==> src/mpmc_defs.svh <==
`ifndef MPMC_DEFS_SVH
`define MPMC_DEFS_SVH

// ======================================================================
// Stream cache geometry
// ======================================================================

`define MPMC_LINE_BITS      128                         // One cache line
`define MPMC_LINE_WORDS     (`MPMC_LINE_BITS / 32)      // 32-bit words per line
`define MPMC_LINE_LSB       4                           // Byte offset bits inside a line
`define MPMC_LINE_IDX_BITS  7                           // 128 lines in the block RAM
`define MPMC_SEG_BITS       3                           // 8 segments
`define MPMC_TAG_LSB        11                          // Tag is address bits 31 to 11

// Line-in-segment offset width, 4 bits for 16 lines per segment
`define MPMC_LOFS_BITS      (`MPMC_LINE_IDX_BITS - `MPMC_SEG_BITS)
`define MPMC_SEG_LSB        (`MPMC_LINE_LSB + `MPMC_LOFS_BITS)  // Segment index starts at bit 8
`define MPMC_SEG_LINES      (1 << `MPMC_LOFS_BITS)      // Lines fetched per miss
`define MPMC_LINES          (1 << `MPMC_LINE_IDX_BITS)  // Depth of the line RAM
`define MPMC_SEGS           (1 << `MPMC_SEG_BITS)       // Number of tag entries
`define MPMC_TAG_BITS       (32 - `MPMC_TAG_LSB)        // Stored tag width

`endif

==> src/mpmc_pkg.sv <==
`include "mpmc_defs.svh"

package mpmc_pkg;

  // ====================================================================
  // Payloads passed between the read port stages
  // ====================================================================

  // A cache line, word 0 sits at the low end
  typedef logic [`MPMC_LINE_WORDS-1:0][31:0] strm_line_t;

  // Read request as it leaves the request stage
  typedef struct packed {
    logic        valid;   // Request present this cycle
    logic        replay;  // Set only on the request re-issued after a fill
    logic [31:0] adr;     // Byte address
  } strm_req_t;

  // Result of one cache lookup
  typedef struct packed {
    logic        valid;   // A lookup completed this cycle
    logic        hit;     // Tag matched and the segment is valid
    logic        replay;  // Lookup belongs to a replayed request
    logic [31:0] adr;     // Address of the request
    strm_line_t  line;    // Line read from the RAM
  } strm_look_t;

  // Line write from the fill controller into the cache
  typedef struct packed {
    logic        wr;      // Write strobe
    logic [31:0] adr;     // Line address, offset bits are zero
    strm_line_t  line;    // Line data returned by memory
  } strm_fill_t;

  // Response to the requester
  typedef struct packed {
    logic        valid;   // One-cycle response pulse
    logic        hit;     // Word was served without a fill
    logic [31:0] dat;     // Addressed word
  } strm_rsp_t;

  // States of the miss handler
  typedef enum logic [1:0] {
    st_idle,
    st_req,
    st_wait,
    st_replay
  } fill_state_t;

endpackage

==> src/strm_req_stage.sv <==
`timescale 1ns/1ns
`include "mpmc_defs.svh"

module strm_req_stage
  import mpmc_pkg::*;
(
  input  logic        rst,
  input  logic        rclk,
  input  logic        rd_req,
  input  logic [31:0] rd_adr,
  input  logic        stall,
  input  strm_req_t   replay,
  output strm_req_t   req
);

  logic        held_vld;   // Request register holds a live request
  logic [31:0] held_adr;   // Its byte address
  logic        hold;       // Keep the held request where it is
  logic        load;       // Capture the incoming strobe and address

  // A replay also holds the register, the frozen request goes out after it
  assign hold = stall | replay.valid;

  // An empty register may still take a request while the port is stalled
  assign load = ~hold | ~held_vld;

  always_ff @(posedge rclk) begin
    if (rst) begin
      held_vld <= 1'b0;
    end else if (load) begin
      held_vld <= rd_req;
    end
  end

  always_ff @(posedge rclk) begin
    if (load) begin
      held_adr <= rd_adr;  // Address payload follows the strobe
    end
  end

  // ======================================================================
  // Output select
  // ======================================================================

  always_comb begin
    if (replay.valid) begin
      req = replay;                     // Replay goes ahead of anything held
    end else begin
      req.valid  = held_vld & ~stall;   // Frozen request is not looked up
      req.replay = 1'b0;                // Fresh requests never carry the marker
      req.adr    = held_adr;
    end
  end

endmodule

==> config.mk <==
export PLATFORM = sky130hd
export DESIGN_NAME = strm_req_stage
export DESIGN_NICKNAME = d
export VERILOG_FILES = /design/src/mpmc_pkg.sv /design/src/strm_req_stage.sv
export VERILOG_INCLUDE_DIRS = /design/src
export SDC_FILE = /design/constraint.sdc
export NUM_CORES = 1
export LEC_CHECK = 0
export BUFFER_PORTS_ARGS = -buffer_cell sky130_fd_sc_hd__buf_4
export CORE_ASPECT_RATIO = 0.5
export CORE_MARGIN = 5
export CORE_UTILIZATION = 41
export CTS_CLUSTER_DIAMETER = 30
export CTS_CLUSTER_SIZE = 14
export DETAILED_ROUTE_END_ITERATION = 7
export GPL_TIMING_DRIVEN = 0
export PLACE_DENSITY = 0.79
export SYNTH_ARGS = -nofsm -noshare
export SYNTH_HDL_FRONTEND = slang
export SYNTH_SLANG_ARGS = --single-unit
==> constraint.sdc <==
create_clock -name rclk -period 3.4 [get_ports rclk]
set_input_delay 0.17 -clock rclk [delete_from_list [all_inputs] [get_ports rclk]]
set_output_delay 0.17 -clock rclk [all_outputs]
set_load 0.05 [all_outputs]
---- Word-level counts from Yosys, hierarchy flattened ----
Cells that the tools add are included.
word-level totals
  register bits after elaboration ......... 33
  input bits .............................. 70
  output and inout port bits .............. 34
  word-level logic and storage cells ...... 9
operators by class
  muxes and demuxes ....................... 1
  bitwise operators ....................... 6
operator list
  cell         count
  $mux 34      1
  $not 1->1    3
  $or 1x1->1   2
  $and 1x1->1  1

---- Logic depth before layout (Yosys ltp) ----
  depth after elaboration ................. 3
  gate-level depth with buffers ........... 3

---- Worst setup path after synthesis ----
Ideal clock, no wire load.
  kind .................................... input to register
  start ................................... input port replay[33] (netlist bit)
  end ..................................... register held_adr[0], enable pin
  setup time .............................. 0.468 ns
  arrival ................................. 2.658 ns
  data required time ...................... 2.932 ns
  slack ................................... 0.274 ns
  cell stages on the path ................. 2
  buffers on the path ..................... 1
  path through ............................ buf_6 -> o21ai_0
between the ends
  word-level cells in the longest chain between the ends .. 3
ends and longest elaborated chain
  element               RTL line              source
  start, declared       strm_req_stage.sv:12  input strm_req_t replay,
  $or 1x1->1            strm_req_stage.sv:22  assign hold = stall | replay.valid;
  $not 1->1             strm_req_stage.sv:25  assign load = ~hold | ~held_vld;
  $or 1x1->1            strm_req_stage.sv:25
  net load              strm_req_stage.sv:19  logic load;
  end signal, assigned  strm_req_stage.sv:37  held_adr <= rd_adr;
  end, declared         strm_req_stage.sv:17  logic [31:0] held_adr;
The timed path passes the listed nets, and every way through them passes these cells.
A chain may end at the register's enable or synchronous reset.

==> results.sh <==
export IMPL_status="completed"
export IMPL_cp_start_kind="register"
export IMPL_syn_to_final_growth_pct=61.3
export IMPL_critPathKind="reg -> out"
export IMPL_synthSimpleGateAreaFrac_pct=0.405
export IMPL_dpl_hpwl_microns=3010
export IMPL_io_buffers=102
export IMPL_critPathBufInv=1
export IMPL_syn_inst=75
export IMPL_finalClockSkew_ns=0.00214
export IMPL_path_max_fanout=1
export IMPL_path_delay_family="flip-flops"
export IMPL_via_per_inst=4.47
export IMPL_initial_core_util_pct=43.8
export IMPL_p_int_w=0.000846
export IMPL_drc=0
export IMPL_max_clock_path_buffers=2
export IMPL_htreeDepth=2
export IMPL_timing_final_hold_violations=0
export IMPL_p_per_area_mw_per_mm2=470
export IMPL_switching_share_pct=27.8
export IMPL_p_leak_nw=1.18
export IMPL_ir_drop_mv=0.240
export IMPL_die_h_microns=53.4
export IMPL_seqPwrFrac_pct=41.9
export IMPL_holdCritPathClass="in -> reg"
export IMPL_post_cts_buffers=0
export IMPL_total_power_w=0.00117
export IMPL_tightest_slew_ns=1.03
export IMPL_setup_viol=0
export IMPL_yosysUniqueCellTypes=12
export IMPL_drt_pass1_iter_count=4
export IMPL_cts_hold_buf=0
export IMPL_dpl_worst_slack_ns=1.88
export IMPL_crit_chain="mux2_4, buf_4"
export IMPL_end_kind="primary output"
export IMPL_syn_num_nets=145
export IMPL_grt_max_degree=34
export IMPL_crit_required_ns=3.23
export IMPL_ys_warn_count=0
export IMPL_ys_ff_latch=33
export IMPL_synth_adder_area_share_pct=0
export IMPL_fmax_mhz=773
export IMPL_synthMuxAreaShare_pct=30.1
export IMPL_fin_cells=236
export IMPL_multi_input_area_sq_um=500
export IMPL_core_sq_mm=0.00353
export IMPL_yosysSeqAreaShare_pct=63.5
export IMPL_cts_reportedPaths_clkPinSlew_ns=0.06
export IMPL_synth_compound_area_share_pct=1.13
export IMPL_cts_sinks=33
export IMPL_drtIter0Drc=26
export IMPL_die_area_sq_mm=0.00517
export IMPL_gp_congestion=0.718
export IMPL_clock_root_buffer="clkbuf_8"
export IMPL_finalCriticalPeriod_ns=1.29
export IMPL_antenna_found_initial=0
export IMPL_switching_power_w=0.000325
export IMPL_cp_arrival_ns=1.12
export IMPL_numCtsBuffers=5
export IMPL_fin_nets=254
export IMPL_power_frac_clock_pct=29.9
export IMPL_post_place_cells=228
export IMPL_finalCritPeriodShare_pct=38.1
export IMPL_avgSynthCellArea_sq_um=20.6
export IMPL_synth_top_family_by_area="multiplexers"
export IMPL_cap_violations=0
export IMPL_clock_latency_ns=0.28
export IMPL_crit_path_max_incr_delay_ns=0.37
export IMPL_grt_pass1_vias=1083
export IMPL_gr_total_overflow=0
export IMPL_seqCellArea_sq_um=981
export IMPL_grt_use_total_pct=14.1
export IMPL_wl_per_cell_microns=15.8
export IMPL_chipWidth_microns=96.8
export IMPL_layout_drive_gt1_share_pct=78.4
export IMPL_diodes=0
export IMPL_synth_xor_area_share_pct=0
export IMPL_slew_headroom_pct=31.4
export IMPL_cts_resized=0
export IMPL_cts_tree="built"
export IMPL_vias=1056
export IMPL_grt_pass1_wl_microns=5470
export IMPL_slowest_stage="edfxtp_1"
export IMPL_postRouteWirelength_microns=3730
export IMPL_rsz0062_at_grt="no"
export IMPL_layout_setup_ws_ns=2.11
export IMPL_ant_nets=0
export IMPL_fill_cells=258
export IMPL_io_pins=104
export IMPL_synth_area_sq_mm=0.00154
export IMPL_num_rows=15
export IMPL_most_common_layout_cells="buf_4, edfxtp_1, mux2_4, clkbuf_8, mux2_2"
export IMPL_layout_commonest_cell="buf_4"
export IMPL_drv_slew=0
export IMPL_comb_power_share_pct=28.3
## cells in the mapped netlist
master	n	area share, %
mux2_2	4	2.9
mux2_4	28	27
buf_6	1	0.73
edfxtp_1	32	62
a21o_1	1	0.49
inv_1	2	0.49
a21oi_1	1	0.32
o21ai_0	1	0.32
buf_12	2	2.6
dfxtp_1	1	1.3
buf_8	1	0.97
and2_1	1	0.41
## per-stage QoR
| stage | util [%] | hold WS, ns | setup TNS, ns | instance area [sq um] |
|---|---|---|---|---|
| after global placement | 67.3 | 0.328 | -18.36 | 2370 |
| after CTS | 70.6 | 0.0396 | 0 | 2490 |
| after global routing | 70.6 | 0.0294 | 0 | 2490 |
| after detailed placement | 67.6 | 0.341 | 0 | 2380 |
| after floorplan | - | 0.239 | 0 | 1540 |
| final | 70.6 | 0.0484 | 0 | 2490 |
## cells by family after synthesis
kind of cell    count (synthesis)
compound gates                  3
buf+inv                         6
flops                          33
mux                            32
simple gates                    1
## power groups by stage
stage	clock network, W	registers [W]	logic [W]
3_3_place_gp	0	0.000500	0.000328
4_1_cts	0.000359	0.000491	0.000334
5_1_grt	0.000383	0.000493	0.000344
6_report	0.000350	0.000490	0.000331
2_1_floorplan	0	0.000497	0.000214
3_5_place_dp	0	0.000500	0.000333
## routing by layer
metal	global-route usage (%)	vias to the layer above	part of all wire, %
li1	-	508	-
met1	13.4	517	34
met2	29.5	29	60
met3	4.34	2	4.5
met4	4.90	0	0.75
met5	0	-	0
## state kept, by name, summed over array words and instances (netlist names)
name,count
held_vld,1
held_adr,32
## final cells by class
class	count	area share, %
sequential	33	39.4
tap	51	2.56
timing repair buffer	102	30.7
multi-input combinational	36	20.1
buffer	4	2.66
inverter	2	0.301
clock inverter	2	1.36
clock buffer	6	2.91
## path summary, 6_finish.rpt
path,from,to,slack [ns],cells past startpoint
worst min-delay path,rst,held_vld$_SDFFE_PP0P_,0.05,2
worst max register to register,held_vld$_SDFFE_PP0P_,held_adr[14]$_DFFE_PP_,2.29,1
worst max-delay path,held_adr[23]$_DFFE_PP_,req[23],2.11,2
worst min register to register,held_vld$_SDFFE_PP0P_,held_vld$_SDFFE_PP0P_,0.92,2
(Power assumes the default switching activity.)
