[config.mk]
export PLATFORM = sky130hd
export DESIGN_NAME = strm_resp_stage
export DESIGN_NICKNAME = d
export VERILOG_FILES = /design/src/mpmc_pkg.sv /design/src/strm_resp_stage.sv
export VERILOG_INCLUDE_DIRS = /design/src
export SDC_FILE = /design/constraint.sdc
export NUM_CORES = 1
export LEC_CHECK = 0
export BUFFER_PORTS_ARGS = -buffer_cell sky130_fd_sc_hd__clkbuf_2
export CORE_AREA = 2 2 78 80
export CTS_CLUSTER_SIZE = 30
export DETAILED_ROUTE_END_ITERATION = 10
export DIE_AREA = 0 0 80 82
export PLACE_DENSITY = 0.76
export SLEW_MARGIN = 30
export SYNTH_ARGS = -nofsm -noshare
export SYNTH_HDL_FRONTEND = slang
export SYNTH_SLANG_ARGS = --single-unit
[constraint.sdc]
create_clock -name rclk -period 3.7 [get_ports rclk]
set_input_delay 1.11 -clock rclk [delete_from_list [all_inputs] [get_ports rclk]]
set_output_delay 1.11 -clock rclk [all_outputs]
set_load 0.01 [all_outputs]
[src/mpmc_defs.svh]
`ifndef MPMC_DEFS_SVH
`define MPMC_DEFS_SVH

// ======================================================================
// Stream cache geometry
// ======================================================================

`define MPMC_LINE_BITS      128                         // One cache line
`define MPMC_LINE_WORDS     (`MPMC_LINE_BITS / 32)      // 32-bit words per line
`define MPMC_LINE_LSB       4                           // Byte offset bits inside a line
`define MPMC_LINE_IDX_BITS  7                           // 128 lines in the block RAM
`define MPMC_SEG_BITS       3                           // 8 segments
`define MPMC_TAG_LSB        11                          // Tag is address bits 31 to 11

// Line-in-segment offset width, 4 bits for 16 lines per segment
`define MPMC_LOFS_BITS      (`MPMC_LINE_IDX_BITS - `MPMC_SEG_BITS)
`define MPMC_SEG_LSB        (`MPMC_LINE_LSB + `MPMC_LOFS_BITS)  // Segment index starts at bit 8
`define MPMC_SEG_LINES      (1 << `MPMC_LOFS_BITS)      // Lines fetched per miss
`define MPMC_LINES          (1 << `MPMC_LINE_IDX_BITS)  // Depth of the line RAM
`define MPMC_SEGS           (1 << `MPMC_SEG_BITS)       // Number of tag entries
`define MPMC_TAG_BITS       (32 - `MPMC_TAG_LSB)        // Stored tag width

`endif

[src/mpmc_pkg.sv]
`include "mpmc_defs.svh"

package mpmc_pkg;

  // ====================================================================
  // Payloads passed between the read port stages
  // ====================================================================

  // A cache line, word 0 sits at the low end
  typedef logic [`MPMC_LINE_WORDS-1:0][31:0] strm_line_t;

  // Read request as it leaves the request stage
  typedef struct packed {
    logic        valid;   // Request present this cycle
    logic        replay;  // Set only on the request re-issued after a fill
    logic [31:0] adr;     // Byte address
  } strm_req_t;

  // Result of one cache lookup
  typedef struct packed {
    logic        valid;   // A lookup completed this cycle
    logic        hit;     // Tag matched and the segment is valid
    logic        replay;  // Lookup belongs to a replayed request
    logic [31:0] adr;     // Address of the request
    strm_line_t  line;    // Line read from the RAM
  } strm_look_t;

  // Line write from the fill controller into the cache
  typedef struct packed {
    logic        wr;      // Write strobe
    logic [31:0] adr;     // Line address, offset bits are zero
    strm_line_t  line;    // Line data returned by memory
  } strm_fill_t;

  // Response to the requester
  typedef struct packed {
    logic        valid;   // One-cycle response pulse
    logic        hit;     // Word was served without a fill
    logic [31:0] dat;     // Addressed word
  } strm_rsp_t;

  // States of the miss handler
  typedef enum logic [1:0] {
    st_idle,
    st_req,
    st_wait,
    st_replay
  } fill_state_t;

endpackage

[src/strm_resp_stage.sv]
`timescale 1ns/1ns
`include "mpmc_defs.svh"

module strm_resp_stage
  import mpmc_pkg::*;
(
  input  logic       rst,
  input  logic       rclk,
  input  strm_look_t look,
  output strm_rsp_t  rsp
);

  logic [`MPMC_LINE_LSB-3:0] wsel;     // Word of the line, address bits 3 to 2
  logic                      take;     // Lookup produces a response
  logic                      rsp_vld;
  logic                      rsp_hit;
  logic [31:0]               rsp_dat;

  assign wsel = look.adr[`MPMC_LINE_LSB-1:2];

  // A missing lookup is owned by the fill controller and is dropped here
  assign take = look.valid & look.hit;

  always_ff @(posedge rclk) begin
    if (rst) begin
      rsp_vld <= 1'b0;
    end else begin
      rsp_vld <= take;   // One pulse per served read
    end
  end

  always_ff @(posedge rclk) begin
    if (take) begin
      rsp_dat <= look.line[wsel];
      rsp_hit <= ~look.replay;   // Replayed reads report that a fill happened
    end
  end

  always_comb begin
    rsp.valid = rsp_vld;
    rsp.hit   = rsp_hit;
    rsp.dat   = rsp_dat;
  end

endmodule

Word-level counts from Yosys, hierarchy flattened --
Index checks and enable logic that the tools add are counted.
Word-level totals: input port bits 165, logic and storage cells 8, output and inout port bits 34, bits in registers 34
Operators by class: muxes and demuxes 2, magnitude comparators 1, bitwise logic cells 2
Operators by type and width (number):
- $bmux W32 S2 | 1
- $mux W32 | 1
- $lt A2 B3 Y1 const B | 1
- $and A1 B1 Y1 | 1
- $not A1 Y1 | 1

Logic depth before layout (Yosys ltp) --
Gate-level depths: netlist of run 1.
depth after elaboration 2, mapped depth 3, depth with buffers taken out 1

Least setup slack after synthesis of run 1 --
No wires, ideal clock.
kind input to register, from input look[162] (netlist name), to register rsp_dat[0] (enable), path slack 1379 ps, stages on the path 1, data arrival time 1928 ps, data required time 3307 ps, path buffers 0, library setup time 393 ps, cell sequence and2_1
On the way: longest elaborated chain between the ends 1
Ends and longest elaborated chain:
- from (decl) | RTL line strm_resp_stage.sv:9 | input strm_look_t look,
- $and A1 B1 Y1 | RTL line strm_resp_stage.sv:22 | assign take = look.valid & look.hit;
- to (signal assigned) | RTL line strm_resp_stage.sv:34 | rsp_dat <= look.line[wsel];
- to (decl) | RTL line strm_resp_stage.sv:17 | logic [31:0] rsp_dat;
No other way between the ends. A chain may end at the register's enable or synchronous reset.

Worst setup path in the final report of run 1 --
from input look[130] (netlist name), to register rsp_dat[0], data pin
On the way: longest elaborated chain between the ends 2
Ends and longest elaborated chain (RTL line):
- $bmux W32 S2 | strm_resp_stage.sv:34
- $mux W32 (not written as such) | strm_resp_stage.sv:34
No other way between the ends. The select of a mux whose other input is x is not followed.

==> results.py, run 1 <==
metrics = {
    "pwr": {
        "seqPwrFrac_pct": 50.1,
        "p_switching_uw": 221,
        "cellInternalPower_uw": 715,
        "total_power_uw": 936,
        "p_leak_uw": 0.00130,
        "clkPwrFrac_pct": 28.1,
        "switching_share_pct": 23.6,
        "p_per_area_nw_per_um2": 334,
        "combPwrFrac_pct": 21.7,
        "peakVddDrop_mv": 0.178,
    },
    "floorplanning": {
        "coreArea_um2": 5750,
        "ioPinCount": 199,
        "die_y_um": 82,
        "row_count": 28,
        "die_w_um": 80,
        "dieArea_um2": 6560,
        "initial_core_util_pct": 32.4,
    },
    "worst_setup_path": {
        "required_ns": 3.72,
        "critPathKind": "in -> reg",
        "crit_path_end_kind": "flop",
        "crit_slowest_cell": "mux4_1",
        "crit_buf_inv": 2,
        "cp_top_family": "buffers and inverters",
        "critPathMaxFanout": 21,
        "crit_chain": "clkbuf_2 -> buf_12 -> mux4_1",
        "cp_num_cells": 3,
        "arrival_ns": 2.37,
        "startpoint": "look[130]",
        "critPathMaxStageDelay_ns": 0.59,
        "worstSetupStartpointType": "primary input",
    },
    "drt": {
        "vias_per_cell": 4.64,
        "vias": 1495,
        "drt_first_pass_iters": 4,
        "drt-wirelength-per-cell_um": 15.5,
        "totalWireLength_um": 5000,
        "drcViolationCount": 0,
        "drt-initial-drc-count": 50,
        "ant_nets": 0,
    },
    "clock_network": {
        "cts_root_buf": "clkbuf_8",
        "postCtsSetupRepairBufs": 0,
        "cts_buffers": 5,
        "cts_buffer_depth": 2,
        "htreeDepth": 2,
        "cts.clk_slew.worst_paths_ns": 0.07,
        "cts_hold_buf": 0,
        "cts_tree": "yes",
        "cts_resized": 0,
        "cts_sinks": 34,
    },
    "global_route": {
        "grt_pass1_wl_um": 7330,
        "grt_max_degree": 34,
        "grt_usage_pct": 15.0,
        "overflow": 0,
        "grt_pass1_vias": 1468,
        "antenna_found_initial": 0,
    },
    "min_path": {
        "min-delay-start": "look[160]",
        "min_path_type": "in -> reg",
        "hold_depth": 2,
    },
    "synthesis": {
        "yosysWarnings": 0,
        "ys_seq_area_share_pct": 54.4,
        "syn-num-nets": 243,
        "synth_edf_count": 33,
        "syn_area_um2": 1860,
        "synth_top_area_share_pct": 53.3,
        "async_reset_ff_share_pct": 0,
        "postSynthAreaPerCell_um2": 23.8,
        "synth_common_cells": "edfxtp_1, mux4_2, buf_12, buf_2",
        "yosysTopAreaCell": "edfxtp_1",
        "synthTopCellsByArea": "edfxtp_1, mux4_2, buf_12",
        "synthCells": 78,
        "synth-seq-cells": 34,
        "yosysMostFrequentCell": "edfxtp_1",
        "synth.distinct_cells": 11,
        "synth_ff_type": "edfxtp_1",
    },
    "timing": {
        "fmax_mhz": 426,
        "hold_violations": 0,
        "final-setup-viol-count": 0,
        "period_minus_slack_ns": 2.35,
        "worst_pin_slew_ns": 0.825,
        "fin_setup_tns_ns": 0,
        "slew_headroom_pct": 45.0,
        "drv_slew": 0,
        "rsz0062_at_grt": "false",
        "finalCritPeriodShare_pct": 63.4,
    },
    "place": {
        "place_hpwl_um": 4200,
        "gp_congestion": 0.649,
        "io_buffers": 168,
    },
    "layout": {
        "n_antenna_cell": 0,
        "multi_input_area_um2": 743,
        "regArea_um2": 1010,
        "nFillCells": 522,
        "drive_above_1_share_pct": 83.8,
        "final_nets": 411,
        "syn_to_final_growth_pct": 50.9,
    },
    "outcome": {
        "status": "finished clean",
    },
    "job": {
        "cap_violations": 0,
    },
}
[final cells by class]
class	instances	area share (%)
well taps	75	3.35
multi-input cells	34	26.5
clock buffers	5	2.45
flip-flops and latches	34	36.0
clock inverters	3	0.580
repair buffers	170	31.0
inverters	1	0.134
[kinds of logic after synthesis]
kind of cell,after synthesis,synth area share (%)
DFF,34,54.4
buffers and inverters,10,5.65
and+or+nand+nor,2,0.808
muxes,32,39.2
[registers in the layout, summed over array words and instances (netlist names)]
register  count
rsp_dat      32
rsp_hit       1
rsp_vld       1
[final timing paths]
| kind | end | slack [ns] |
|---|---|---|
| hold / removal | rsp_hit | 1.04 |
| setup / recovery | rsp_dat[0] | 1.35 |
[power by group through the flow]
stage / Combinational (µW) / Sequential, µW / Clock [µW]
finish: 203 / 469 / 263
global route: 221 / 472 / 296
CTS: 209 / 470 / 272
detailed placement: 208 / 479 / 0
global placement: 202 / 477 / 0
floorplan: 89.5 / 493 / 0
[routing by layer]
layer | track usage [%] | part of all wire, % | vias up
met2 | 26.3 | 55 | 80
li1 | - | - | 693
met4 | 4.58 | 1.2 | 0
met5 | 0 | 0 | -
met1 | 18.3 | 35 | 717
met3 | 4.07 | 8.1 | 5
[layout by cell type, fill, tap and decap left out, drive strengths merged]
cell / n
clkinvlp: 1
dfxtp: 1
mux4: 32
and3b: 1
clkbuf: 173
clkinv: 2
and2: 1
buf: 2
inv: 1
edfxtp: 33
[stage by stage]
| stage | setup WS, ns | utilization, % | std cells | cell area, µm² | hold WS (ns) |
|---|---|---|---|---|---|
| 2_1_floorplan | 1.38 | - | 78 | 1860 | 1.24 |
| 3_3_place_gp | 1.05 | 47.3 | 314 | 2720 | 1.33 |
| 3_5_place_dp | 0.999 | 47.3 | 314 | 2720 | 1.33 |
| 4_1_cts | 1.32 | 48.8 | 322 | 2810 | 1.03 |
| 5_1_grt | 1.26 | 48.8 | 322 | 2810 | 1.03 |
| 6_report | 1.35 | 48.8 | 322 | 2810 | 1.04 |
Note: power is estimated with default switching activity, not from simulation.
==> run 2: changes to the inputs <==
- CORE_AREA: 2 2 78 80 -> 2 2 76 78
- DIE_AREA: 0 0 80 82 -> 0 0 78 80
- PLACE_DENSITY: 0.76 -> 0.8
- clock period: 3.7 -> 2.3 ns (I/O delays scaled with it)
==> run 2 against run 1 <==
  * Sequential power up 61%
  * Sequential share of layout area decreased by 0.46 points
  * Design area grew 1.3%
  * Combinational power is 64% higher
  * Global-route usage rose by 2.2 points
  * Clock-buffer cell count up 3
  * Total power up 72%
  * Cell count down 0.31%
  * Setup slack got worse by 0.70 ns
  * Sequential cell count stayed put
  * First-iteration DRC count fell by 30%
  * Clock power is 98% higher
  * Largest power group unchanged
==> results.py, run 2 (same netlist as run 1, synthesis figures left out) <==
metrics = {
    "outcome": {
        "status": "finished clean",
    },
    "global_route": {
        "antenna_found_initial": 0,
        "grt_pass1_wl_um": 7800,
        "grt_usage_pct": 17.2,
        "grt_pass1_vias": 1589,
        "grt_max_degree": 34,
        "overflow": 0,
    },
    "worst_setup_path": {
        "required_ns": 2.33,
        "startpoint": "look[130]",
        "arrival_ns": 1.67,
        "crit_path_end_kind": "flop",
        "critPathKind": "in -> reg",
        "critPathMaxFanout": 13,
        "worstSetupStartpointType": "primary input",
    },
    "drt": {
        "drt_first_pass_iters": 4,
        "drt-initial-drc-count": 35,
        "drcViolationCount": 0,
        "vias_per_cell": 4.83,
        "vias": 1551,
        "drt-wirelength-per-cell_um": 17.2,
        "totalWireLength_um": 5520,
        "ant_nets": 0,
    },
    "min_path": {
        "min_path_type": "in -> reg",
        "min-delay-start": "look[160]",
    },
    "layout": {
        "regArea_um2": 1010,
        "n_antenna_cell": 0,
        "layout_commonest_cell": "clkbuf_2",
        "final_cell_mix": "clkbuf_2, edfxtp_1, mux4_2",
        "largest_register": "rsp_dat",
        "syn_to_final_growth_pct": 52.8,
        "largest_reg_flops": 32,
        "final_nets": 413,
        "reg_top3": "rsp_dat (32), rsp_hit (1), rsp_vld (1)",
        "multi_input_area_um2": 743,
        "nFillCells": 508,
        "drive_above_1_share_pct": 84.3,
    },
    "floorplanning": {
        "coreArea_um2": 5410,
        "die_w_um": 78,
        "row_count": 27,
        "initial_core_util_pct": 34.4,
        "die_y_um": 80,
        "ioPinCount": 199,
        "dieArea_um2": 6240,
    },
    "timing": {
        "hold_violations": 0,
        "fin_setup_tns_ns": 0,
        "drv_slew": 0,
        "slew_headroom_pct": 71.6,
        "period_minus_slack_ns": 1.65,
        "rsz0062_at_grt": "false",
        "hold_slack_ns": 0.626,
        "fmax_mhz": 608,
        "final-setup-viol-count": 0,
        "worst_pin_slew_ns": 0.426,
        "finalCritPeriodShare_pct": 71.5,
    },
    "clock_network": {
        "postCtsSetupRepairBufs": 0,
        "cts.clk_slew.worst_paths_ns": 0.07,
        "cts_sinks": 34,
        "cts_buffers": 5,
        "cts_root_buf": "clkbuf_8",
        "htreeDepth": 2,
        "cts_hold_buf": 0,
        "cts_buffer_depth": 2,
        "cts_resized": 0,
        "cts_tree": "yes",
    },
    "pwr": {
        "p_leak_uw": 0.00132,
        "p_per_area_nw_per_um2": 566,
        "peakVddDrop_mv": 0.222,
    },
    "job": {
        "cap_violations": 0,
    },
    "place": {
        "place_hpwl_um": 4680,
        "gp_congestion": 0.772,
        "io_buffers": 168,
    },
}
run 2: cell types whose count changed in the layout (fill, tap and decap cells not counted), sizes merged:
cell      before  now
clkinvlp       1    0
clkbuf       173  176
buf            2    4
clkinv         2    0
run 2: worst paths after layout:
check | slack (ns) | endpoint | cells after the start
worst min-delay path | 0.63 | rsp_hit | 2
worst max-delay path | 0.65 | rsp_dat[31] | 3
run 2: area by class of cell:
type / instances / area share, %
flip-flops and latches: 34 / 35.6
well taps: 72 / 3.17
inverters: 1 / 0.132
clock buffers: 8 / 3.87
repair buffers: 172 / 31.1
multi-input cells: 34 / 26.2
run 2: per-layer routing:
layer  vias to the layer above  GRT usage (%)  wire length (µm)
met2                        95           31.1              3160
met3                        12           4.98               393
met4                         0           5.26                89
met5                         -              0                 0
met1                       749           19.9              1880
li1                        695              -                 -
run 2: report_power, final:
part / internal (µW) / switching, µW
combinational: 203 / 130
clock: 302 / 218
sequential: 742 / 13.3
total: 1250 / 361
run 2: stage by stage:
stage / std cells / instance area [µm²] / total power [µW] / setup slack (ns) / util, %
3_5_place_dp: 313 / 2730 / 1110 / 0.337 / 50.5
3_3_place_gp: 313 / 2730 / 1090 / 0.365 / 50.5
4_1_cts: 321 / 2840 / 1620 / 0.650 / 52.6
5_1_grt: 321 / 2840 / 1670 / 0.620 / 52.6
6_report: 321 / 2840 / 1610 / 0.655 / 52.6
2_1_floorplan: 78 / 1860 / 937 / 0.399 / -
run 2: worst max-delay path: stages:
cell and delay (ns):
clkbuf_2 0.12, buf_4 0.27, mux4_1 0.59
==> run 3: changes to the inputs <==
- CORE_AREA: 2 2 76 78 -> unset
- CORE_MARGIN: unset -> 1.5
- CORE_UTILIZATION: unset -> 31
- DIE_AREA: 0 0 78 80 -> unset
- PLACE_DENSITY: 0.8 -> 0.76
- clock period: 2.3 -> 1.4 ns (I/O delays scaled with it)
==> run 3 against run 2 <==
  * Utilization fell by 3.1 points
  * Largest power group unchanged
  * Critical path depth did not move
  * Global-route usage is 1.5 points lower
==> results.py, run 3 (same netlist as run 1, synthesis figures left out) <==
metrics = {
    "outcome": {
        "status": "finished clean",
    },
    "clock_network": {
        "cts_buffers": 5,
        "postCtsSetupRepairBufs": 0,
        "cts.clk_slew.worst_paths_ns": 0.08,
        "cts_buffer_depth": 2,
        "cts_hold_buf": 0,
        "cts_tree": "yes",
        "htreeDepth": 2,
        "cts_sinks": 34,
        "cts_root_buf": "clkbuf_8",
        "cts_resized": 0,
    },
    "pwr": {
        "combPwrFrac_pct": 21.3,
        "clkPwrFrac_pct": 32.6,
        "p_switching_uw": 595,
        "p_per_area_nw_per_um2": 928,
        "switching_share_pct": 22.2,
        "seqPwrFrac_pct": 46.2,
        "cellInternalPower_uw": 2090,
        "p_leak_uw": 0.00135,
        "peakVddDrop_mv": 0.416,
    },
    "place": {
        "dpl_worst_slack_ns": -0.217,
        "placed_area_um2": 2780,
        "place_hpwl_um": 4630,
        "io_buffers": 168,
        "gp_congestion": 0.734,
    },
    "job": {
        "cap_violations": 0,
    },
    "worst_setup_path": {
        "cp_top_family": "multiplexers",
        "critPathKind": "in -> reg",
        "arrival_ns": 1.33,
        "crit_slowest_cell": "mux4_1",
        "crit_path_end_kind": "flop",
        "crit_buf_inv": 2,
        "crit_chain": "clkbuf_2 -> buf_12 -> mux4_1",
        "critPathMaxStageDelay_ns": 0.57,
        "required_ns": 1.43,
        "critPathMaxFanout": 12,
        "worstSetupStartpointType": "primary input",
    },
    "layout": {
        "syn_to_final_growth_pct": 55.6,
        "drive_above_1_share_pct": 84.9,
        "final_cell_mix": "clkbuf_2, edfxtp_1, mux4_2",
        "largest_register": "rsp_dat",
        "reg_top3": "rsp_dat (32), rsp_hit (1), rsp_vld (1)",
        "largest_reg_flops": 32,
        "final_nets": 416,
        "stdcell_area_um2": 2890,
        "layout_commonest_cell": "clkbuf_2",
        "n_antenna_cell": 0,
        "nFillCells": 517,
    },
    "drt": {
        "totalWireLength_um": 5380,
        "vias": 1535,
        "drcViolationCount": 0,
        "drt-wirelength-per-cell_um": 16.5,
        "vias_per_cell": 4.69,
        "ant_nets": 0,
        "drt-initial-drc-count": 61,
        "drt_first_pass_iters": 4,
    },
    "global_route": {
        "antenna_found_initial": 0,
        "overflow": 0,
        "grt_usage_pct": 15.8,
        "grt_max_degree": 34,
        "grt_pass1_wl_um": 7310,
        "grt_pass1_vias": 1503,
    },
    "floorplanning": {
        "initial_core_util_pct": 31.8,
        "row_count": 28,
        "die_w_um": 80.4,
        "coreArea_um2": 5850,
        "die_y_um": 80.4,
        "ioPinCount": 199,
        "dieArea_um2": 6470,
    },
    "min_path": {
        "min-delay-start": "look[160]",
        "min_path_type": "in -> reg",
        "holdPathEnd": "rsp_hit",
        "hold_depth": 2,
    },
    "timing": {
        "period_minus_slack_ns": 1.30,
        "final-setup-viol-count": 0,
        "rsz0062_at_grt": "false",
        "fmax_mhz": 769,
        "worst_pin_slew_ns": 0.180,
        "drv_slew": 0,
        "hold_violations": 0,
        "finalCritPeriodShare_pct": 92.9,
        "slew_headroom_pct": 88.0,
        "fin_ws_ns": 0.0991,
        "hold_slack_ns": 0.374,
    },
}
## run 3: per-layer routing
layer	vias to the layer above	track usage, %	wire (µm)
met5	-	0	0
met4	0	4.83	61
met3	5	3.86	466
met2	99	27.7	2810
met1	730	19.0	2040
li1	701	-	-
## run 3: layout make-up
class	count	area (µm²)	area share (%)
Multi-Input combinational cell	34	744	25.7
Sequential cell	34	1010	34.9
Inverter	1	3.75	0.130
Clock buffer	5	68.8	2.38
Tap cell	75	93.8	3.24
Timing Repair Buffer	175	931	32.2
Clock inverter	3	40.0	1.38
## run 3: worst max path at each step
stage               startpoint     endpoint  cells past startpoint
floorplan            look[130]  rsp_dat[10]                      3
global placement     look[130]  rsp_dat[31]                      3
detailed placement   look[130]  rsp_dat[31]                      3
CTS                  look[130]  rsp_dat[31]                      3
global route         look[130]  rsp_dat[31]                      3
finish               look[130]  rsp_dat[31]                      3
## run 3: power groups by stage
stage / registers (µW) / clock network, µW / logic (µW)
2_1_floorplan: 1300 / 0 / 240
3_3_place_gp: 1260 / 0 / 561
3_5_place_dp: 1260 / 0 / 579
4_1_cts: 1240 / 898 / 581
5_1_grt: 1250 / 946 / 613
6_report: 1240 / 874 / 571
## run 3: metrics by stage
step | TNS [ns] | instances | total power [µW] | utilization, %
2_1_floorplan | -0.0568 | 78 | 1540 | -
3_3_place_gp | -4.74 | 319 | 1820 | 47.6
3_5_place_dp | -5.25 | 319 | 1840 | 47.6
4_1_cts | 0 | 327 | 2720 | 49.4
5_1_grt | 0 | 327 | 2810 | 49.4
6_report | 0 | 327 | 2680 | 49.4
