**config.mk**
```make
export PLATFORM = sky130hd
export DESIGN_NAME = strm_fill_ctrl
export DESIGN_NICKNAME = d
export VERILOG_FILES = /design/src/mpmc_pkg.sv /design/src/strm_fill_ctrl.sv
export VERILOG_INCLUDE_DIRS = /design/src
export SDC_FILE = /design/constraint.sdc
export NUM_CORES = 1
export LEC_CHECK = 0
export ABC_AREA = 1
export BUFFER_PORTS_ARGS = -buffer_cell sky130_fd_sc_hd__buf_2
export CAP_MARGIN = 20
export CORE_AREA = 3 3 202 204
export DETAILED_ROUTE_END_ITERATION = 6
export DIE_AREA = 0 0 205 207
export PLACE_DENSITY_LB_ADDON = 0.05
export REMOVE_ABC_BUFFERS = 1
export SLEW_MARGIN = 20
export SYNTH_ARGS = -nofsm -noshare
export SYNTH_HDL_FRONTEND = slang
export SYNTH_SLANG_ARGS = --single-unit
```
**constraint.sdc**
```tcl
create_clock -name rclk -period 4 [get_ports rclk]
set_input_delay 0.6 -clock rclk [delete_from_list [all_inputs] [get_ports rclk]]
set_output_delay 0.6 -clock rclk [all_outputs]
set_load 0.03 [all_outputs]
```
**src/mpmc_defs.svh**
```systemverilog
`ifndef MPMC_DEFS_SVH
`define MPMC_DEFS_SVH

// ======================================================================
// Stream cache geometry
// ======================================================================

`define MPMC_LINE_BITS      128                         // One cache line
`define MPMC_LINE_WORDS     (`MPMC_LINE_BITS / 32)      // 32-bit words per line
`define MPMC_LINE_LSB       4                           // Byte offset bits inside a line
`define MPMC_LINE_IDX_BITS  7                           // 128 lines in the block RAM
`define MPMC_SEG_BITS       3                           // 8 segments
`define MPMC_TAG_LSB        11                          // Tag is address bits 31 to 11

// Line-in-segment offset width, 4 bits for 16 lines per segment
`define MPMC_LOFS_BITS      (`MPMC_LINE_IDX_BITS - `MPMC_SEG_BITS)
`define MPMC_SEG_LSB        (`MPMC_LINE_LSB + `MPMC_LOFS_BITS)  // Segment index starts at bit 8
`define MPMC_SEG_LINES      (1 << `MPMC_LOFS_BITS)      // Lines fetched per miss
`define MPMC_LINES          (1 << `MPMC_LINE_IDX_BITS)  // Depth of the line RAM
`define MPMC_SEGS           (1 << `MPMC_SEG_BITS)       // Number of tag entries
`define MPMC_TAG_BITS       (32 - `MPMC_TAG_LSB)        // Stored tag width

`endif

```
**src/mpmc_pkg.sv**
```systemverilog
`include "mpmc_defs.svh"

package mpmc_pkg;

  // ====================================================================
  // Payloads passed between the read port stages
  // ====================================================================

  // A cache line, word 0 sits at the low end
  typedef logic [`MPMC_LINE_WORDS-1:0][31:0] strm_line_t;

  // Read request as it leaves the request stage
  typedef struct packed {
    logic        valid;   // Request present this cycle
    logic        replay;  // Set only on the request re-issued after a fill
    logic [31:0] adr;     // Byte address
  } strm_req_t;

  // Result of one cache lookup
  typedef struct packed {
    logic        valid;   // A lookup completed this cycle
    logic        hit;     // Tag matched and the segment is valid
    logic        replay;  // Lookup belongs to a replayed request
    logic [31:0] adr;     // Address of the request
    strm_line_t  line;    // Line read from the RAM
  } strm_look_t;

  // Line write from the fill controller into the cache
  typedef struct packed {
    logic        wr;      // Write strobe
    logic [31:0] adr;     // Line address, offset bits are zero
    strm_line_t  line;    // Line data returned by memory
  } strm_fill_t;

  // Response to the requester
  typedef struct packed {
    logic        valid;   // One-cycle response pulse
    logic        hit;     // Word was served without a fill
    logic [31:0] dat;     // Addressed word
  } strm_rsp_t;

  // States of the miss handler
  typedef enum logic [1:0] {
    st_idle,
    st_req,
    st_wait,
    st_replay
  } fill_state_t;

endpackage

```
**src/strm_fill_ctrl.sv**
```systemverilog
`timescale 1ns/1ns
`include "mpmc_defs.svh"

module strm_fill_ctrl
  import mpmc_pkg::*;
(
  input  logic        rst,
  input  logic        rclk,
  input  strm_look_t  look,
  input  logic        mem_ack,
  input  strm_line_t  mem_dat,
  output logic        mem_req,
  output logic [31:0] mem_adr,
  output strm_fill_t  fill,
  output strm_req_t   replay,
  output logic        stall
);

  localparam logic [`MPMC_LOFS_BITS-1:0] last_line = `MPMC_SEG_LINES - 1;

  fill_state_t                state;
  logic [`MPMC_LOFS_BITS-1:0] cnt;        // Line of the segment being fetched
  logic [31:0]                miss_adr;   // Address of the read that missed
  logic                       miss;       // Completed lookup did not hit
  logic                       last;       // Counter is on the final line

  // Registered cache write, one cycle behind mem_ack
  logic                       fill_wr;
  logic [31:0]                fill_adr;
  strm_line_t                 fill_line;

  assign miss = look.valid & ~look.hit;
  assign last = (cnt == last_line);

  // ======================================================================
  // Segment walk
  // ======================================================================

  always_ff @(posedge rclk) begin
    if (rst) begin
      state <= st_idle;
      cnt   <= '0;
    end else begin
      case (state)
        st_idle: begin
          if (miss) begin
            state <= st_req;
            cnt   <= '0;       // Fetch starts at line 0 of the segment
          end
        end
        st_req: begin
          state <= st_wait;    // Request pulse lasts one cycle
        end
        st_wait: begin
          if (mem_ack && !last) begin
            state <= st_req;
            cnt   <= cnt + 1'b1;
          end else if (fill_wr && last) begin
            // Final line is in the RAM now, so the replay reads fresh data
            state <= st_replay;
          end
        end
        st_replay: begin
          state <= st_idle;
        end
        default: begin
          state <= st_idle;
        end
      endcase
    end
  end

  always_ff @(posedge rclk) begin
    if (state == st_idle && miss) begin
      miss_adr <= look.adr;   // Kept for the line addresses and the replay
    end
  end

  // ======================================================================
  // Memory side and cache write
  // ======================================================================

  assign mem_req = (state == st_req);
  assign mem_adr = {miss_adr[31:`MPMC_SEG_LSB], cnt, {`MPMC_LINE_LSB{1'b0}}};

  always_ff @(posedge rclk) begin
    if (rst) begin
      fill_wr <= 1'b0;
    end else begin
      fill_wr <= (state == st_wait) & mem_ack;
    end
  end

  always_ff @(posedge rclk) begin
    if (state == st_wait && mem_ack) begin
      fill_adr  <= mem_adr;    // mem_adr is still stable while waiting
      fill_line <= mem_dat;
    end
  end

  always_comb begin
    fill.wr   = fill_wr;
    fill.adr  = fill_adr;
    fill.line = fill_line;
  end

  // ======================================================================
  // Replay and stall
  // ======================================================================

  always_comb begin
    replay.valid  = (state == st_replay);
    replay.replay = 1'b1;     // Marks the lookup as served after a fill
    replay.adr    = miss_adr;
  end

  // Miss cycle raises stall directly, the replay cycle already lets go
  assign stall = (state == st_idle & miss) | (state == st_req) | (state == st_wait);

endmodule

```
# --- Yosys cells after proc, flatten, opt, wreduce, memory -nomap -nowiden ---
# Cells that the tools add are included.
word_totals:
  regBits: 195
  in_bits: 294
  out_inout_bits: 229
  elab_cells: 39
classes:
  n_addsub: 1
  eq_ne: 7
  mux: 7
  bitwise: 6
  n_reduce_logical: 9
op_table:
  columns: ["op", "n"]
  rows:
  - ["4-bit two-way mux", 2]
  - ["2-bit one-hot mux with 4 select lines", 1]
  - ["4-bit one-hot mux with 2 select lines", 1]
  - ["2-bit two-way mux", 3]
  - ["4-bit by 1-bit adder with 4-bit output, second input constant", 1]
  - ["2-bit equality test, second input constant", 2]
  - ["4-bit equality test, second input constant", 1]
  - ["1-bit logical AND", 4]
  - ["2-bit != test, second input constant", 2]
  - ["1-bit bitwise AND", 3]
  - ["3-bit != test, second input constant", 1]
  - ["3-bit AND reduction", 1]
  - ["2-bit by 1-bit equality test with 1-bit output, second input constant", 1]
  - ["2-bit logical NOT", 1]
  - ["1-bit bitwise OR", 2]
  - ["2-bit AND reduction", 1]
  - ["2-bit nonzero test", 1]
  - ["1-bit logical NOT", 1]
  - ["1-bit inverter", 1]

# --- Longest topological paths before layout ---
# Gate-level depths: netlist (run 1).
logic_depth:
  word_depth: 5
  ltp_mapped: 7
  mapped_depth_nobuf: 7

# --- Least setup slack after synthesis (run 1) ---
# No wires, ideal clock.
synth_timing:
  kind: "reg2reg"
  startpoint: "register state[1]"
  endpoint: "register fill_line, in the netlist fill[0], enable pin"
  setup_time_ps: 509
  t_arrival_ps: 3707
  slack_ps: -215
  stages_incl_launch_ff: 5
  n_path_buf: 0
  synth_period_minus_slack_ps: 4215
  path_cell_list: "dfxtp_1 > inv_2 > nor2_4 > nand2_1 > inv_1"
synth_via:
  elab_chain_len: 2
synth_lines:
  columns: ["item", "line", "source"]
  rows:
  - ["start, declared", "strm_fill_ctrl.sv:21", "fill_state_t state;"]
  - ["start signal, assigned", "strm_fill_ctrl.sv:41", "state <= st_idle;"]
  - ["start signal, assigned", "strm_fill_ctrl.sv:47", "state <= st_req;"]
  - ["start signal, assigned", "strm_fill_ctrl.sv:52", "state <= st_wait;"]
  - ["2-bit equality test", "strm_fill_ctrl.sv:95", "if (state == st_wait && mem_ack) begin"]
  - ["1-bit logical AND", "strm_fill_ctrl.sv:95", null]
  - ["end signal, assigned", "strm_fill_ctrl.sv:97", "fill_line <= mem_dat;"]
  - ["end, declared", "strm_fill_ctrl.sv:30", "strm_line_t fill_line;"]
# Every way passes these cells.
# A chain may end at the register's enable or synchronous reset.

# --- Final worst setup path (run 1) ---
layout_timing:
  startpoint: "register state[0]"
  endpoint: "output stall"
layout_via:
  elab_chain_len: 4
  word_cells_on_any_way: 6
  cone_classes: "eq/ne (2); bitwise (3); reduce/logical (1)"
layout_lines:
  columns: ["item", "line", "source"]
  rows:
  - ["2-bit logical NOT", "strm_fill_ctrl.sv:118", "assign stall = (state == st_idle & miss) | (state == st_req) | (state == st_wait);"]
  - ["1-bit bitwise AND", "strm_fill_ctrl.sv:118", null]
  - ["1-bit bitwise OR", "strm_fill_ctrl.sv:118", null]
  - ["1-bit bitwise OR (*)", "strm_fill_ctrl.sv:118", null]
  - ["end, declared", "strm_fill_ctrl.sv:16", "output logic stall"]
# Every way passes the cells marked *; elsewhere a longest branch is shown, timed or not.

==> results of run 1 <==
## path summary, 6_finish.rpt
path | cells after the start | slack (ps) | start | to
worst max-delay path | 3 | 2060 | state[0] | stall
worst min-delay path | 1 | 330 | look[152] | miss_adr[24]
worst max register to register | 5 | 2080 | state[1] | fill[113]
worst min register to register | 0 | 490 | miss_adr[25] | fill_adr[25]
## cell usage after synthesis (2+ instances only)
master    number  area share, %
nand3_4        2           0.55
edfxtp_1     188             89
nand2_1       16           0.95
conb_1         2           0.12
inv_2          3           0.18
buf_4         34            4.0
nand3_1        5           0.39
inv_1          8           0.47
dfxtp_1        7            2.2
nor2_1         7           0.41
a21oi_1        4           0.32
## layer usage
layer	wire length (um)	vias to the layer above
met5	92	-
met4	328	16
met3	3190	31
met2	9160	252
met1	7900	1840
li1	-	1790
## layout by cell type (no fill, tap or decap), drive strengths merged, types with 2 or more instances in the layout
master	n
bufinv	2
clkinvlp	3
conb	9
buf	386
nand3	8
edfxtp	188
inv	16
nor2	9
nand2	17
clkbuf	17
clkinv	5
a21oi	5
dfxtp	7
## power by group through the flow
stage / Clock [mW] / Combinational [mW] / Sequential [mW]
finish: 1.77 / 0.406 / 2.35
floorplan: 0 / 0.0714 / 2.55
detailed placement: 0 / 0.415 / 2.40
global placement: 0 / 0.418 / 2.40
global route: 1.94 / 0.437 / 2.36
CTS: 1.87 / 0.416 / 2.35
## flip-flops by register name, indices dropped and copies added, names as in the netlist
name and cells:
cnt 4, miss_adr 32, fill_adr 28, state 2
fill 128, fill_wr 1
## final cells by class
cell class | count | area share (%)
clock buffers | 17 | 4.55
diodes | 1 | 0.0268
multi-input cells | 53 | 3.16
well taps | 525 | 7.03
clock inverters | 15 | 1.89
inverters | 11 | 0.495
repair buffers | 386 | 21.0
flip-flops and latches | 195 | 61.9
## cells by family (layout without fill, tap and decap cells)
| group | Yosys count | count (layout) | share of synthesized area, % |
|---|---|---|---|
| adders and majority gates | 1 | 1 | 0.197 |
| DFF | 195 | 195 | 91.1 |
| and+or+nand+nor | 37 | 37 | 3.39 |
| AOI/OAI and AO/OA | 6 | 6 | 0.532 |
| other | 2 | 10 | 0.118 |
| buffers and inverters | 45 | 429 | 4.67 |
## worst max-delay path: cells and delay by family (launching register included)
family	cells	cell delay [ps]
buf+inv	1	220
compound gates	1	150
simple gates	1	90
flops	1	440
==> flow_metrics.py, run 1 <==
metrics = {
    "grt": {
        "antenna_found_initial": 8,
        "grt_pass1_vias": 4059,
        "grt_use_total_pct": 9.39,
        "grt_pass1_wl_mm": 28.6,
        "use_met1_pct": 10.5,
        "grt_use_met3_pct": 6.29,
        "busiest_layer": "met2",
        "grt_max_degree": 81,
        "use_met2_pct": 14.2,
        "grt_overflow_total": 0,
    },
    "power": {
        "power.share.combinational_pct": 9.0,
        "vdd_drop_max_uv": 275,
        "p_int_mw": 3.38,
        "clkPwrFrac_pct": 39.1,
        "p_per_area_mw_per_mm2": 484,
        "pwr-share-seq_pct": 51.9,
        "p_sw_mw": 1.14,
        "p_leak_nw": 3.76,
        "sw_frac_of_total_pct": 25.3,
        "total_power_mw": 4.53,
    },
    "clock_network": {
        "cts_buffers": 17,
        "cts_max_path_buffers": 2,
        "ctsHoldBuffers": 0,
        "clkSinkCount": 195,
        "cts_tree": "yes",
        "cts_root_buffer": "clkbuf_16",
        "cts_setup_buffers": 0,
        "cts_resized": 0,
        "clock_latency_ps": 440,
        "clkTransAtPathRegs_ps": 80,
        "htree_num_levels": 4,
    },
    "sta": {
        "period_minus_slack_ps": 1940,
        "tightestPinTransition_ps": 728,
        "setup_viol": 0,
        "rsz0062_at_grt": "no",
        "relSlewSlack_pct": 51.4,
        "finalSetupTns_ps": 0,
        "setup_ws_ps": 2060,
        "hold_violations": 0,
        "hold_ws_ps": 327,
        "max_clock_freq_ghz": 0.515,
        "finClkSkew_ps": 7.65,
        "post-route-period-util_pct": 48.6,
        "maxSlewViolCount": 0,
    },
    "yosys": {
        "seq_area_frac_synth_pct": 91.1,
        "synth_cell_type_count": 21,
        "ys_async_sr_fraction_pct": 0,
        "dominantRegCellSynth": "edfxtp_1",
        "syn-mean-instance-area_um2": 22.2,
        "yosysWarnings": 0,
        "synth_cells": 286,
        "synth_area_mm2": 0.00635,
        "synth_edf_count": 188,
        "ys_ff_latch": 195,
    },
    "final_layout": {
        "fin_cells": 1203,
        "multi_input_area_um2": 295,
        "area_growth_pct": 47.2,
        "final_core_util_pct": 23.7,
        "fillerInstances": 4242,
        "drive_above_1_share_pct": 63.4,
        "final_nets": 959,
        "final_area_mm2": 0.00935,
        "ff_latch_area_mm2": 0.00579,
    },
    "placed_design": {
        "gp_congestion": 0.736,
        "dp_cells": 1170,
        "io_buffers": 384,
        "detailedPlace.worstSlack_ps": 2000,
        "dp_hpwl_mm": 16.1,
        "dpl_cell_area_mm2": 0.00875,
    },
    "routing": {
        "avgViaCountPerCell": 3.27,
        "vias": 3929,
        "wl_mm": 20.7,
        "drtIter0Drc": 180,
        "routedWlPerCell_um": 17.2,
        "ant_nets": 0,
        "drt_first_pass_iters": 4,
        "drc": 0,
    },
    "critical_path": {
        "arrival_ps": 1340,
        "cp_slowest_cell": "dfxtp_1",
        "worstPathRequired_ps": 3400,
        "path_max_fanout": 4,
        "cp-start-kind": "register",
        "max_stage_delay_ps": 440,
        "critical_path_class": "register to primary output",
        "worstPathCellList": "nor2_2 -> a21oi_1 -> buf_2",
        "worstSetupEndpointType": "primary output",
    },
    "min_path": {
        "hp-class": "primary input to register",
    },
    "die": {
        "initial_utilization_pct": 16.1,
        "dieArea_mm2": 0.0424,
        "core_mm2": 0.0395,
        "row_count": 73,
        "die_w_um": 205,
        "pin_count": 523,
        "die_height_um": 207,
    },
    "status": {
        "status": "finished, final reports clean",
    },
    "run": {
        "timing.max_cap.violations": 0,
    },
}
No activity file was read; power rests on OpenSTA's default activity.
==> inputs of run 2 (changes only) <==
ABC_AREA = 0   (was 1)
CORE_AREA = 3 3 205 207   (was 3 3 202 204)
DIE_AREA = 0 0 208 210   (was 0 0 205 207)
clock period = 1.89 ns   (was 4 ns; I/O delays follow)
==> run 2 against run 1 <==
  * Hold slack lost 230 ps
  * Core utilization grew 3.3 points
  * Power grew 110%
  * Global-route usage grew 0.073 points
  * Combinational power grew 130%
  * Routed wire length grew 1.5%
  * Sequential power grew 110%
  * Clock-buffer cell count grew 3
  * Design area grew 17%
  * Sequential cell count is the same
  * Critical path type unchanged
  * Largest cell class unchanged
==> flow_metrics.py, run 2 <==
metrics = {
    "die": {
        "dieArea_mm2": 0.0437,
        "core_mm2": 0.0406,
        "initial_utilization_pct": 15.5,
        "row_count": 74,
        "die_w_um": 208,
        "die_height_um": 210,
        "pin_count": 523,
    },
    "critical_path": {
        "max_stage_delay_ps": 330,
        "cp-start-kind": "register",
        "path_max_fanout": 8,
        "arrival_ps": 1440,
        "cp_top_family": "buffers and inverters",
        "worstPathCellList": "buf_4 -> and2_2 -> nor2_1 -> buf_2",
        "critical_path_class": "register to primary output",
        "r2r_slack_ps": 270,
        "cp_slowest_cell": "dfxtp_1",
        "cp.buffers_inverters": 2,
        "worstSetupEndpointType": "primary output",
        "worstPathRequired_ps": 1610,
    },
    "clock_network": {
        "cts_buffers": 17,
        "clock_latency_ps": 450,
        "cts_setup_buffers": 0,
        "cts_max_path_buffers": 2,
        "cts_resized": 0,
        "cts_tree": "yes",
        "htree_num_levels": 4,
        "clkSinkCount": 195,
        "cts_root_buffer": "clkbuf_16",
        "clkTransAtPathRegs_ps": 70,
        "ctsHoldBuffers": 160,
    },
    "placed_design": {
        "detailedPlace.worstSlack_ps": 248,
        "gp_congestion": 0.705,
        "dpl_cell_area_mm2": 0.00879,
        "dp_hpwl_mm": 15.7,
        "dp_cells": 1166,
        "io_buffers": 384,
    },
    "yosys": {
        "syn-mean-instance-area_um2": 23.5,
        "dominantRegCellSynth": "edfxtp_1",
        "ys_async_sr_fraction_pct": 0,
        "yosysWarnings": 0,
        "synth.top_cells.by_area": "edfxtp_1, buf_4, dfxtp_1",
        "seq_area_frac_synth_pct": 91.9,
        "synth_cell_type_count": 29,
        "ys_ff_latch": 195,
        "synth.most_common_cell": "edfxtp_1",
        "synth_edf_count": 188,
        "yosys.area.top_type": "edfxtp_1",
        "synth_top_area_share_pct": 89.6,
        "synthTopCellsByCount": "edfxtp_1, buf_4, dfxtp_1",
        "synth_area_mm2": 0.00630,
        "synth_cells": 268,
    },
    "final_layout": {
        "layout_commonest_cell": "buf_2",
        "largest_register_ffs": 128,
        "num_antenna_cells": 0,
        "final_area_mm2": 0.0109,
        "final_nets": 1108,
        "final_core_util_pct": 27.0,
        "final_cell_mix": "buf_2, edfxtp_1, dlygate4sd3_1",
        "fin_cells": 1356,
        "fillerInstances": 4271,
        "area_growth_pct": 73.7,
        "drive_above_1_share_pct": 51.7,
    },
    "grt": {
        "grt_use_total_pct": 9.46,
        "grt_max_degree": 43,
        "grt_pass1_vias": 4797,
        "grt_overflow_total": 0,
        "grt_pass1_wl_mm": 30.4,
        "antenna_found_initial": 0,
    },
    "routing": {
        "drtIter0Drc": 198,
        "routedWlPerCell_um": 15.5,
        "avgViaCountPerCell": 3.33,
        "drt_first_pass_iters": 4,
        "ant_nets": 0,
        "vias": 4515,
        "wl_mm": 21.0,
        "drc": 0,
    },
    "power": {
        "total_power_mw": 9.38,
        "vdd_drop_max_uv": 579,
        "p_leak_nw": 4.41,
        "p_per_area_mw_per_mm2": 858,
    },
    "sta": {
        "maxSlewViolCount": 0,
        "setup_ws_ps": 170,
        "period_minus_slack_ps": 1720,
        "setup_viol": 0,
        "rsz0062_at_grt": "no",
        "finClkSkew_ps": 10.1,
        "max_clock_freq_ghz": 0.581,
        "post-route-period-util_pct": 91.0,
        "hold_violations": 0,
    },
    "run": {
        "timing.max_cap.violations": 0,
    },
    "min_path": {
        "hp-class": "primary input to register",
    },
    "status": {
        "status": "finished, final reports clean",
    },
}
-- run 2: cells by family after synthesis --
kind of cell,after synthesis,synth area share [%]
compound gates,9,1.05
fa+ha+maj,1,0.199
buf+inv,38,4.43
flops,195,91.9
mux,2,0.318
other cells,2,0.119
simple gates,21,2.01
-- run 2: layout make-up --
| type | count | area (um2) | area share, % |
|---|---|---|---|
| multi-input cells | 42 | 259 | 2.37 |
| clock inverters | 10 | 111 | 1.02 |
| flip-flops and latches | 195 | 5790 | 52.9 |
| clock buffers | 20 | 437 | 3.99 |
| well taps | 532 | 666 | 6.09 |
| inverters | 3 | 17.5 | 0.160 |
| repair buffers | 554 | 3660 | 33.5 |
-- run 2: power breakdown --
part           internal, mW  leakage, nW  switching (mW)
Clock                  1.93        0.264            1.64
Sequential             4.85         1.77          0.0390
Combinational         0.437         2.38           0.486
Total                  7.22         4.41            2.16
-- run 2: routing by layer --
metal | global-route usage [%] | wire (um) | share of wire [%] | up-vias
li1 | - | - | - | 2090
met1 | 11.4 | 8980 | 43 | 2172
met2 | 15.1 | 9870 | 47 | 231
met3 | 3.57 | 1610 | 7.7 | 22
met4 | 4.42 | 518 | 2.5 | 0
met5 | 0 | 0 | 0 | -
-- run 2: metrics by stage --
step	setup TNS, ps	hold slack, ps
detailed placement	0	462
floorplan	-365130	353
finish	0	98.7
global placement	0	459
CTS	0	33.3
global route	0	61.5
-- run 2: path summary, 6_finish.rpt --
kind | from | endpoint | cells after the start
min | rst | fill_wr | 2
max | state[1] | stall | 4
max reg2reg | state[0] | miss_adr[28] | 3
min reg2reg | miss_adr[8] | fill_adr[8] | 0
==> inputs of run 3 (changes only) <==
CTS_CLUSTER_SIZE = 14   (was unset)
PLACE_DENSITY_LB_ADDON = unset   (was 0.05)
==> run 3 against run 2 <==
  * Clock skew is 0.85 ps higher
  * Critical path depth stayed put
  * First-iteration DRC count is 5.1% lower
  * Global-route usage is 0.16 points lower
  * Final cell count is 0.37% higher
  * Clock power hardly changed
  * Power is 0.11% lower
  * Non-clock buffer count is 3 higher
  * Highest routed layer is now met5
  * Critical path type is now register to register
  * Die area stayed put
  * Design area is 0.39% higher
==> flow_metrics.py, run 3 (synthesized netlist as in run 2, its figures left out) <==
metrics = {
    "sta": {
        "hold_ws_ps": 53.0,
        "maxSlewViolCount": 0,
        "hold_violations": 0,
        "post-route-period-util_pct": 89.9,
        "period_minus_slack_ps": 1700,
        "setup_ws_ps": 192,
        "rsz0062_at_grt": "no",
        "finClkSkew_ps": 10.9,
        "setup_viol": 0,
        "max_clock_freq_ghz": 0.589,
    },
    "placed_design": {
        "io_buffers": 384,
        "dp_hpwl_mm": 15.2,
        "gp_congestion": 0.767,
        "dpl_cell_area_mm2": 0.00883,
        "detailedPlace.worstSlack_ps": 214,
    },
    "final_layout": {
        "final_cell_mix": "buf_2, edfxtp_1, dlygate4sd3_1",
        "fillerInstances": 4113,
        "final_core_util_pct": 27.1,
        "final_area_mm2": 0.0110,
        "drive_above_1_share_pct": 52.5,
        "final_nets": 1111,
        "area_growth_pct": 74.3,
        "largest_register_ffs": 128,
        "num_antenna_cells": 0,
        "layout_commonest_cell": "buf_2",
    },
    "routing": {
        "vias": 4487,
        "drtIter0Drc": 188,
        "drc": 0,
        "drt_first_pass_iters": 4,
        "ant_nets": 0,
        "wl_mm": 20.6,
        "routedWlPerCell_um": 15.1,
        "avgViaCountPerCell": 3.30,
    },
    "grt": {
        "grt_pass1_wl_mm": 29.4,
        "grt_overflow_total": 0,
        "grt_use_total_pct": 9.30,
        "busiest_layer": "met2",
        "grt_pass1_vias": 4885,
        "grt_max_degree": 32,
        "antenna_found_initial": 3,
        "use_met2_pct": 15.8,
        "use_met1_pct": 9.63,
        "grt_use_met3_pct": 5.00,
    },
    "critical_path": {
        "path_max_fanout": 27,
        "worstPathRequired_ps": 2060,
        "worstSetupEndpointType": "register",
        "arrival_ps": 1870,
        "critical_path_class": "register to register",
        "cp-start-kind": "register",
    },
    "clock_network": {
        "cts_setup_buffers": 0,
        "htree_num_levels": 4,
        "clock_latency_ps": 470,
        "cts_tree": "yes",
        "clkSinkCount": 195,
        "cts_max_path_buffers": 2,
        "cts_root_buffer": "clkbuf_16",
        "clkTransAtPathRegs_ps": 80,
        "cts_buffers": 17,
    },
    "die": {
        "initial_utilization_pct": 15.5,
        "die_height_um": 210,
        "dieArea_mm2": 0.0437,
        "pin_count": 523,
        "die_w_um": 208,
        "row_count": 74,
        "core_mm2": 0.0406,
    },
    "status": {
        "status": "finished, final reports clean",
    },
    "min_path": {
        "hp-class": "primary input to register",
    },
    "power": {
        "p_leak_nw": 4.45,
        "vdd_drop_max_uv": 626,
        "total_power_mw": 9.37,
        "p_per_area_mw_per_mm2": 853,
    },
    "run": {
        "timing.max_cap.violations": 0,
    },
}
[run 3: cell type report]
| class | instances | area (um2) | area share [%] |
|---|---|---|---|
| flip-flops and latches | 195 | 5790 | 52.7 |
| repair buffers | 557 | 3680 | 33.5 |
| well taps | 532 | 666 | 6.06 |
| clock buffers | 17 | 425 | 3.87 |
| multi-input cells | 42 | 259 | 2.36 |
| clock inverters | 15 | 150 | 1.37 |
| inverters | 3 | 17.5 | 0.160 |
[run 3: critical path, stage by stage (launching register included)]
cell      delay, ps
dfxtp_1         480
nand3b_1        310
inv_6           160
buf_12          200
buf_4           220
[run 3: worst paths after layout]
path / start / endpoint / slack, ps / cells after the start
worst max-delay path: state[1] / fill[101] / 190 / 4
worst min register to register: miss_adr[23] / fill_adr[23] / 480 / 0
worst max register to register: state[1] / fill[101] / 190 / 4
worst min-delay path: mem_dat[44] / fill[44] / 50 / 1
[run 3: layer usage]
layer	wire length, um	vias up
li1	-	2099
met1	7630	2067
met2	10100	284
met3	2350	31
met4	407	6
met5	41	-
[run 3: repair_timing]
| action | CTS | global route |
|---|---|---|
| setup endpoints to repair | 0 | 0 |
| gates resized for setup | 0 | 0 |
| hold endpoints to repair | 156 | 1 |
| hold buffers | 156 | 1 |
[run 3: where the power goes]
group / switching, mW / leakage (nW) / internal [mW]
clock: 1.70 / 0.275 / 1.85
combinational: 0.485 / 2.40 / 0.436
sequential: 0.0460 / 1.77 / 4.85
[run 3: per-stage QoR]
step | setup TNS (ps) | instances
final | 0 | 1361
after global routing | 0 | 1361
after CTS | 0 | 1360
after detailed placement | 0 | 1172
after global placement | 0 | 1172
after floorplan | -365130 | 240
